--- src/rtl/lsu_pkg.sv ---
`default_nettype none

package lsu_pkg;

    localparam int LSQ_DEPTH  = 8;
    localparam int LSQ_IDX_W  = 3;
    localparam int ROB_IDX_W  = 5;
    localparam int PHYS_REG_W = 6;
    localparam int ARCH_REG_W = 5;

    // rv32i load/store funct3
    localparam logic [2:0] F3_B  = 3'b000;
    localparam logic [2:0] F3_H  = 3'b001;
    localparam logic [2:0] F3_W  = 3'b010;
    localparam logic [2:0] F3_BU = 3'b100;
    localparam logic [2:0] F3_HU = 3'b101;

    typedef enum logic {
        op_load  = 1'b0,
        op_store = 1'b1
    } mem_op_t;

    typedef struct packed {
        mem_op_t                 op;
        logic [2:0]              funct3;
        logic [ROB_IDX_W-1:0]    rob_idx;
        logic [PHYS_REG_W-1:0]   pd;
        logic [ARCH_REG_W-1:0]   rd;
    } dispatch_t;

    typedef struct packed {
        logic [LSQ_IDX_W-1:0]    lsq_idx;
        logic [31:0]             base;
        logic [31:0]             offset;     // sign-extended immediate
        logic [31:0]             store_data;
    } agu_req_t;

    typedef struct packed {
        logic [LSQ_IDX_W-1:0]    lsq_idx;
        logic [31:0]             addr;
        logic [31:0]             store_data;
    } agu_result_t;

    typedef struct packed {
        logic                    valid;
        logic                    addr_ready;
        dispatch_t               inst;
        logic [31:0]             addr;
        logic [31:0]             store_data;
    } lsq_entry_t;

    typedef struct packed {
        logic [31:0]             addr;       // word aligned
        logic [3:0]              rmask;
        logic [3:0]              wmask;
        logic [31:0]             wdata;
    } dcache_req_t;

    typedef struct packed {
        logic                    valid;
        dispatch_t               inst;
        logic [1:0]              offset;     // byte within word
        logic [31:0]             rdata;
    } retire_t;

    typedef struct packed {
        logic                    valid;
        logic [ROB_IDX_W-1:0]    rob_idx;
        logic [PHYS_REG_W-1:0]   pd;
        logic [ARCH_REG_W-1:0]   rd;
        logic [31:0]             value;
    } cdb_t;

endpackage

`default_nettype wire

--- src/rtl/agu.sv ---
`default_nettype none

module agu (
    input  logic                  clk,
    input  logic                  rst,
    input  logic                  agu_valid,
    input  lsu_pkg::agu_req_t     agu_req,
    input  logic                  flush,
    output logic                  addr_valid,
    output lsu_pkg::agu_result_t  addr_res
);

    logic [31:0] sum;

    assign sum = agu_req.base + agu_req.offset;

    // result for a squashed entry must not reach the queue
    always_ff @(posedge clk) begin
        if (!rst || flush) begin
            addr_valid <= 1'b0;
        end else begin
            addr_valid <= agu_valid;
        end
    end

    always_ff @(posedge clk) begin
        if (agu_valid) begin
            addr_res.lsq_idx    <= agu_req.lsq_idx;
            addr_res.addr       <= sum;
            addr_res.store_data <= agu_req.store_data;
        end
    end

endmodule

`default_nettype wire

--- src/rtl/load_writeback.sv ---
`default_nettype none

module load_writeback (
    input  logic              clk,
    input  logic              rst,
    input  lsu_pkg::retire_t  ret,
    output lsu_pkg::cdb_t     cdb
);

    logic [7:0]  lane_b;
    logic [15:0] lane_h;
    logic [31:0] ext;
    logic        is_load;

    assign is_load = (ret.inst.op == lsu_pkg::op_load);
    assign lane_b  = ret.rdata[{ret.offset, 3'b000} +: 8];
    assign lane_h  = ret.rdata[{ret.offset[1], 4'b0000} +: 16];

    always_comb begin
        case (ret.inst.funct3)
            lsu_pkg::F3_B:  ext = {{24{lane_b[7]}}, lane_b};
            lsu_pkg::F3_BU: ext = {24'b0, lane_b};
            lsu_pkg::F3_H:  ext = {{16{lane_h[15]}}, lane_h};
            lsu_pkg::F3_HU: ext = {16'b0, lane_h};
            default:        ext = ret.rdata;    // lw
        endcase
    end

    always_ff @(posedge clk) begin
        if (!rst) begin
            cdb.valid <= 1'b0;
        end else begin
            cdb.valid <= ret.valid;
        end

        if (ret.valid) begin
            cdb.rob_idx <= ret.inst.rob_idx;
            if (is_load) begin
                cdb.pd    <= ret.inst.pd;
                cdb.rd    <= ret.inst.rd;
                cdb.value <= ext;
            end else begin
                // stores only mark the rob entry done
                cdb.pd    <= '0;
                cdb.rd    <= '0;
                cdb.value <= '0;
            end
        end
    end

endmodule

`default_nettype wire

--- src/rtl/lsq.sv ---
`default_nettype none

module lsq #(
    parameter int QUEUE_DEPTH = lsu_pkg::LSQ_DEPTH
) (
    input  logic                            clk,
    input  logic                            rst,
    input  logic                            flush,
    input  logic                            enq_valid,
    input  lsu_pkg::dispatch_t              enq,
    input  logic                            addr_valid,
    input  lsu_pkg::agu_result_t            addr_res,
    input  logic [lsu_pkg::ROB_IDX_W-1:0]   commit_rob,
    input  logic                            dc_resp_valid,
    input  logic [31:0]                     dc_rdata,
    output logic                            full,
    output logic [lsu_pkg::LSQ_IDX_W-1:0]   next_idx,
    output lsu_pkg::dcache_req_t            dc_req,
    output lsu_pkg::retire_t                ret
);

    localparam int IDX_W = $clog2(QUEUE_DEPTH);

    if (QUEUE_DEPTH > (1 << lsu_pkg::LSQ_IDX_W)) begin : g_depth_check
        $error("lsq: QUEUE_DEPTH does not fit the queue index width");
    end

    lsu_pkg::lsq_entry_t entries [QUEUE_DEPTH];
    lsu_pkg::lsq_entry_t head_e;

    logic [IDX_W:0]   head;     // msb is the wrap bit
    logic [IDX_W:0]   tail;
    logic [IDX_W-1:0] upd_idx;
    logic [1:0]       off;
    logic [3:0]       mask;
    logic [31:0]      lane;
    logic             issue;
    logic             do_retire;
    logic             do_enq;

    assign head_e  = entries[head[IDX_W-1:0]];
    assign upd_idx = addr_res.lsq_idx[IDX_W-1:0];
    assign off     = head_e.addr[1:0];

    assign full = (head[IDX_W-1:0] == tail[IDX_W-1:0]) && (head[IDX_W] != tail[IDX_W]);

    // head may only go out once the rob says it is the oldest
    assign issue     = head_e.valid && head_e.addr_ready && (head_e.inst.rob_idx == commit_rob);
    assign do_retire = issue && dc_resp_valid;
    assign do_enq    = enq_valid && (!full || do_retire);   // slot freed this cycle

    always_comb begin
        next_idx = '0;
        next_idx[IDX_W-1:0] = tail[IDX_W-1:0];
    end

    always_ff @(posedge clk) begin
        if (!rst || flush) begin
            head <= '0;
            tail <= '0;
        end else begin
            if (do_retire) begin
                head <= head + 1'b1;
            end
            if (do_enq) begin
                tail <= tail + 1'b1;
            end
        end
    end

    // later writes win, so an enqueue into the slot just retired keeps it valid
    always_ff @(posedge clk) begin
        if (!rst || flush) begin
            for (int i = 0; i < QUEUE_DEPTH; i++) begin
                entries[i].valid      <= 1'b0;
                entries[i].addr_ready <= 1'b0;
            end
        end else begin
            if (addr_valid) begin
                entries[upd_idx].addr_ready <= 1'b1;
                entries[upd_idx].addr       <= addr_res.addr;
                entries[upd_idx].store_data <= addr_res.store_data;
            end
            if (do_retire) begin
                entries[head[IDX_W-1:0]].valid      <= 1'b0;
                entries[head[IDX_W-1:0]].addr_ready <= 1'b0;
            end
            if (do_enq) begin
                entries[tail[IDX_W-1:0]].valid      <= 1'b1;
                entries[tail[IDX_W-1:0]].addr_ready <= 1'b0;
                entries[tail[IDX_W-1:0]].inst       <= enq;
            end
        end
    end

    // byte enables and lane placement for the head entry
    always_comb begin
        case (head_e.inst.funct3)
            lsu_pkg::F3_B, lsu_pkg::F3_BU: begin
                mask = 4'b0001 << off;
                lane = {24'b0, head_e.store_data[7:0]} << {off, 3'b000};
            end
            lsu_pkg::F3_H, lsu_pkg::F3_HU: begin
                mask = 4'b0011 << off;
                lane = {16'b0, head_e.store_data[15:0]} << {off, 3'b000};
            end
            default: begin
                mask = 4'b1111;    // word
                lane = head_e.store_data;
            end
        endcase
    end

    always_comb begin
        dc_req = '0;
        if (issue) begin
            dc_req.addr = {head_e.addr[31:2], 2'b00};
            if (head_e.inst.op == lsu_pkg::op_load) begin
                dc_req.rmask = mask;
            end else begin
                dc_req.wmask = mask;
                dc_req.wdata = lane;
            end
        end
    end

    always_comb begin
        ret.valid  = do_retire;
        ret.inst   = head_e.inst;
        ret.offset = off;
        ret.rdata  = dc_rdata;
    end

    // dispatch stalls on full unless the head leaves in the same cycle
    a_no_enq_full: assert property (@(posedge clk) disable iff (!rst || flush)
        (enq_valid && full) |-> do_retire);

    a_resp_has_req: assert property (@(posedge clk) disable iff (!rst)
        dc_resp_valid |-> ((dc_req.rmask != '0) || (dc_req.wmask != '0)));

    // agu only ever sees indices handed out by dispatch
    a_addr_target: assert property (@(posedge clk) disable iff (!rst || flush)
        addr_valid |-> entries[upd_idx].valid);

endmodule

`default_nettype wire

--- src/rtl/mem_unit_top.sv ---
`default_nettype none

module mem_unit_top (
    input  logic                            clk,
    input  logic                            rst,
    input  logic                            flush,
    input  logic                            enq_valid,
    input  lsu_pkg::dispatch_t              enq,
    input  logic                            agu_valid,
    input  lsu_pkg::agu_req_t               agu_req,
    input  logic [lsu_pkg::ROB_IDX_W-1:0]   commit_rob,
    input  logic                            dc_resp_valid,
    input  logic [31:0]                     dc_rdata,
    output logic                            full,
    output logic [lsu_pkg::LSQ_IDX_W-1:0]   next_idx,
    output lsu_pkg::dcache_req_t            dc_req,
    output lsu_pkg::cdb_t                   cdb
);

    logic                  addr_valid;
    lsu_pkg::agu_result_t  addr_res;
    lsu_pkg::retire_t      ret;

    agu u_agu (
        .clk        (clk),
        .rst        (rst),
        .agu_valid  (agu_valid),
        .agu_req    (agu_req),
        .flush      (flush),
        .addr_valid (addr_valid),
        .addr_res   (addr_res)
    );

    lsq #(
        .QUEUE_DEPTH (lsu_pkg::LSQ_DEPTH)
    ) u_lsq (
        .clk           (clk),
        .rst           (rst),
        .flush         (flush),
        .enq_valid     (enq_valid),
        .enq           (enq),
        .addr_valid    (addr_valid),
        .addr_res      (addr_res),
        .commit_rob    (commit_rob),
        .dc_resp_valid (dc_resp_valid),
        .dc_rdata      (dc_rdata),
        .full          (full),
        .next_idx      (next_idx),
        .dc_req        (dc_req),
        .ret           (ret)
    );

    load_writeback u_wb (
        .clk (clk),
        .rst (rst),
        .ret (ret),
        .cdb (cdb)
    );

endmodule

`default_nettype wire

--- config.mk ---
export PLATFORM = sky130hd
export DESIGN_NAME = mem_unit_top
export DESIGN_NICKNAME = d
export VERILOG_FILES = /design/src/rtl/lsu_pkg.sv /design/src/rtl/agu.sv /design/src/rtl/load_writeback.sv /design/src/rtl/lsq.sv /design/src/rtl/mem_unit_top.sv
export SDC_FILE = /design/constraint.sdc
export NUM_CORES = 1
export LEC_CHECK = 0
export BUFFER_PORTS_ARGS = -buffer_cell sky130_fd_sc_hd__buf_2
export CORE_MARGIN = 1.5
export CORE_UTILIZATION = 35
export DETAILED_ROUTE_END_ITERATION = 6
export PLACE_DENSITY = 0.58
export SYNTH_ARGS = -nofsm -noshare
export SYNTH_HDL_FRONTEND = slang
export SYNTH_HIERARCHICAL = 1
export SYNTH_SLANG_ARGS = --single-unit
export TNS_END_PERCENT = 1
--- constraint.sdc ---
create_clock -name clk -period 12.7 [get_ports clk]
set_input_delay 1.905 -clock clk [delete_from_list [all_inputs] [get_ports clk]]
set_output_delay 1.905 -clock clk [all_outputs]
set_load 0.01 [all_outputs]
== Word level (Yosys, flattened, before mapping) ==
Memory sizes are Yosys's and may differ from the RTL's. A register that Yosys moved wholly into a read port is not among the register bits.
Cells that the tools add are included.
W data, S select, Z words.

* Shift operators: 6
* Equal/unequal tests: 6
* $mul: 0
* Magnitude comparators: 0
* Add/subtract/negate cells: 3
* Multiplexer cells: 28
* Reductions and logical operators: 15
* Div/mod/pow operators: 0
* Bitwise gates (word level): 0

{| class="wikitable"
|+ Operators with widths
! kind !! number
|-
| $mux W86 || 3
|-
| $reduce_or A86 Y1 || 3
|-
| $pmux W32 S4 || 1
|-
| $mux W72 || 1
|-
| $pmux W32 S2 || 1
|-
| $mux W36 || 1
|-
| $add A32 B32 Y32 || 1
|-
| $shiftx A32 B6 Y16 || 1
|-
| $shiftx A32 B6 Y8 || 1
|-
| $shl A16 B5 Y32 || 1
|-
| $shl A8 B5 Y32 || 1
|-
| $mux W3 || 6
|-
| $mux W1 || 11
|-
| $add A4 B1 Y4 const B || 2
|-
| $mux W4 || 2
|-
| $pmux W4 S2 || 1
|-
| $eq A3 B3 Y1 const B || 2
|-
| $eq A5 B5 Y1 || 1
|-
| $logic_and A1 B1 Y1 || 5
|-
| $reduce_or A2 Y1 || 2
|-
| $shl A1 B2 Y4 const A || 1
|-
| $shl A2 B2 Y4 const A || 1
|-
| $eq A3 B1 Y1 const B || 1
|-
| $eq A3 B3 Y1 || 1
|-
| 5 further kinds || 7
|}

* Input port bits: 162
* Bits in latches: 0
* Memories kept: 1
* Output and inout port bits: 125
* Memory bits (read-only): 0
* Register bits after elaboration: 125
* Memory bits (writable): 688

{| class="wikitable"
|+ Memories
! name !! words !! bits a word !! read ports !! clocked after Yosys merged registers in !! write ports !! RTL line !! text
|-
| u_lsq.entries || 8 || 86 || 1 || 1 || 8 || lsq.sv:28 || <nowiki>lsu_pkg::lsq_entry_t entries [QUEUE_DEPTH];</nowiki>
|}

== Logic depth before layout (Yosys ltp) ==
* Depth after elaboration: 10
* Mapped depth: 13

== By module ==
Netlist, hierarchy kept.

{| class="wikitable"
|+ By module, submodules not included
! module !! area an instance (um^2) !! cells an instance !! times used
|-
| lsq || 27,881.7 || 1,418 || 1
|-
| agu || 3,641.0 || 291 || 1
|-
| load_writeback || 2,352.3 || 185 || 1
|}

== Worst setup path after synthesis ==
Ideal clock, no wire load.

* Kind: input to register
* Start point: input port flush
* End point: memory u_lsq/entries[1][0] (netlist bit), enable pin
* Arrival: 8,405 ps
* Setup slack: 3,648 ps
* Buffers on the path: 1
* Data required time: 12,053 ps
* Library setup time: 647 ps
* Stages: 3
* Cells stage by stage: nand2b_1 > clkbuf_1 > nor4_1

{| class="wikitable"
|+ RTL lines
! element !! RTL line !! text
|-
| start, declared || mem_unit_top.sv:6 || <nowiki>input logic flush,</nowiki>
|-
| end, declared || lsq.sv:28 ||
|}

==> results.sh <==
export IMPL_ir_drop_mv=0.0844
export IMPL_layout_common_cells="edfxtp_1 (787), buf_2 (283), mux4_2 (158), nor2_1 (110), a21oi_1 (93)"
export IMPL_synth_seq_area_share_pct=71.5
export IMPL_yosysTopAreaCell="edfxtp_1"
export IMPL_required_ps=10800
export IMPL_ff2ff_setup_slack_ps=6990
export IMPL_crit_arrival_ps=5300
export IMPL_rsz0062_at_grt="false"
export IMPL_relSlewSlack_pct=20.5
export IMPL_reg2reg_depth=9
export IMPL_min_from="u_lsq/entries[3][85]$_SDFFE_PP1P_"
export IMPL_finalNetCount=2361
export IMPL_synthCells=1894
export IMPL_cts_root_buf="clkbuf_16"
export IMPL_clock_latency_ps=640
export IMPL_synth_top_area_share_pct=69.8
export IMPL_finClkSkew_ps=24.7
export IMPL_crit_type="flip-flop to primary output"
export IMPL_timing_hold_violations_final=0
export IMPL_status="completed"
export IMPL_min_to="u_lsq/entries[3][85]$_SDFFE_PP1P_"
export IMPL_worstPathMaxFanout=96
export IMPL_vias=18000
export IMPL_grt_max_degree=97
export IMPL_finalNonFillerCells=3499
export IMPL_grt_pass1_vias=19000
export IMPL_wl_per_cell_um=22.5
export IMPL_drc=0
export IMPL_drt_pre_antenna_iters=5
export IMPL_antenna_found_initial=6
export IMPL_whs_path_depth=2
export IMPL_htreeDepth=3
export IMPL_ant_nets=0
export IMPL_die_w_um=314
export IMPL_cts_tree="built"
export IMPL_grt_ovfl_total=0
export IMPL_fillCellCount=8584
export IMPL_regToRegEndpoint="u_lsq/entries[0][67]$_DFFE_PP_"
export IMPL_syn_area_um2=33900
export IMPL_power_density_nw_per_um2=144
export IMPL_asyncSetResetFlopFracSynth_pct=0
export IMPL_gp_congestion=0.863
export IMPL_layout_min_cycle_time_ps=7210
export IMPL_drv_slew=0
export IMPL_fin_setup_tns_ps=0
export IMPL_synth_seq_cells=816
export IMPL_ioPinCount=287
export IMPL_utilization_pct=41.0
export IMPL_numClockSinks=816
export IMPL_syn_avg_cell_area_um2=17.9
export IMPL_place_area_um2=36500
export IMPL_portBuffers=284
export IMPL_vias_per_cell=5.14
export IMPL_cts_resized=0
export IMPL_grt_pass1_wl_um=117000
export IMPL_p_leak_nw=12.8
export IMPL_grt_use_total_pct=15.9
export IMPL_antennaDiodeCount=0
export IMPL_start_kind="flip-flop"
export IMPL_rows=113
export IMPL_regArea_um2=24200
export IMPL_cts_made_buffers=87
export IMPL_die_y_um=314
export IMPL_final_common_cell="edfxtp_1"
export IMPL_drive_gt1_share_pct=30.8
export IMPL_cts_buffer_depth=3
export IMPL_hold_path_class="flip-flop to flip-flop"
export IMPL_drv_cap=0
export IMPL_ctsHoldBuffers=0
export IMPL_hold_worst_slack_ps=455
export IMPL_die_area_um2=98700
export IMPL_post_cts_repair_setup_buffers=0
export IMPL_fmax_ghz=0.139
export IMPL_synthTopCellsByArea="edfxtp_1 (70%), mux4_2 (11%), mux2i_1 (2.4%), dfxtp_1 (1.7%), a21oi_1 (1.4%)"
export IMPL_final_cell_area_um2=39100
export IMPL_core_um2=95400
export IMPL_ys_flop_type="edfxtp_1"
export IMPL_synth_edf_count=787
export IMPL_start_util_pct=35.5
export IMPL_setup_viol=0
export IMPL_end_kind="primary output"
export IMPL_multiInputGateArea_um2=8900
export IMPL_synth_cell_type_count=80
export IMPL_worstMarginPinSlew_ps=1160
export IMPL_fin_crit_sh_pct=56.7
export IMPL_hpwl_um=48000
export IMPL_area_growth_pct=15.5
export IMPL_routed_wl_um=78800
export IMPL_drtIter0Drc=1478
export IMPL_ys_warnings_count=6
export IMPL_clk_pin_slew_worst_paths_ps=60
export IMPL_place_inst=3341
[critical path: stages (launching register included)]
cell and delay (ps):
dfxtp_4 780, buf_12 630, mux4_2 590, mux2i_1 910, inv_1 630, a21oi_1 690
nor2_1 110, buf_2 170
[cell usage after synthesis (20+ instances only)]
library cell and n:
ha_1 33, inv_1 22, o21ai_0 41, xnor2_1 24, nor2b_1 20, mux2i_1 82, edfxtp_1 787, buf_4 45
buf_2 28, mux4_2 158, clkbuf_1 44, a21oi_1 93, dfxtp_1 29, nor2_1 119, mux2_2 27, nand3_1 21
nand2_1 62
[power by group]
part	internal, mW	switching, mW
logic	0.0707	0.110
registers	3.03	0.0502
clock network	1.35	1.02
total	4.45	1.18
[worst max-delay path by stage]
stage | startpoint | end | slack (ps) | depth (start not counted)
3_3_place_gp | flip-flop | dc_req[39] | 6120 | 9
3_5_place_dp | flip-flop | dc_req[38] | 5980 | 7
5_1_grt | flip-flop | dc_req[38] | 5010 | 7
6_report | flip-flop | dc_req[38] | 5490 | 7
4_1_cts | flip-flop | dc_req[38] | 5290 | 7
2_1_floorplan | flush | u_lsq/entries[1][0]$_DFFE_PP_ | 3650 | 3
[registers in the layout (all words and copies together), names as in the netlist, named ones only]
| signal | flops |
|---|---|
| u_lsq/head | 4 |
| u_lsq/entries | 688 |
| u_wb/cdb | 49 |
| u_agu/addr_valid | 1 |
| u_agu/addr_res | 67 |
| u_lsq/tail | 4 |
[area by class of cell]
| class | count | area share [%] |
|---|---|---|
| clock buffer | 111 | 5.79 |
| clock inverter | 47 | 1.03 |
| inverter | 22 | 0.211 |
| multi-input combinational | 924 | 22.8 |
| sequential | 816 | 61.9 |
| tap | 1265 | 4.05 |
| timing repair buffer | 314 | 4.25 |
[cell families (layout without fill, tap and decap cells)]
group	after synthesis	count (layout)	share of synthesized area, %
xor gates and xnor gates	35	35	0.905
and+or+nand+nor	311	311	4.48
muxes	269	269	14.0
adders and majority gates	34	34	1.28
AOI/OAI and AO/OA	273	273	5.35
buffers and inverters	155	494	2.52
DFF	816	816	71.5
other	1	2	0.0111
[routing by layer]
metal	global-route usage [%]	routed length, um
met1	19.9	32200
met2	27.7	40000
met3	2.60	4320
met4	5.62	2210
met5	0	37
[through the flow]
step,power [mW],setup WS [ps]
after floorplan,3.23,3650
after global placement,3.31,6120
after detailed placement,3.32,5980
after CTS,5.71,5290
after global routing,5.84,5010
final,5.63,5490
No activity file was read; power rests on OpenSTA's default activity.
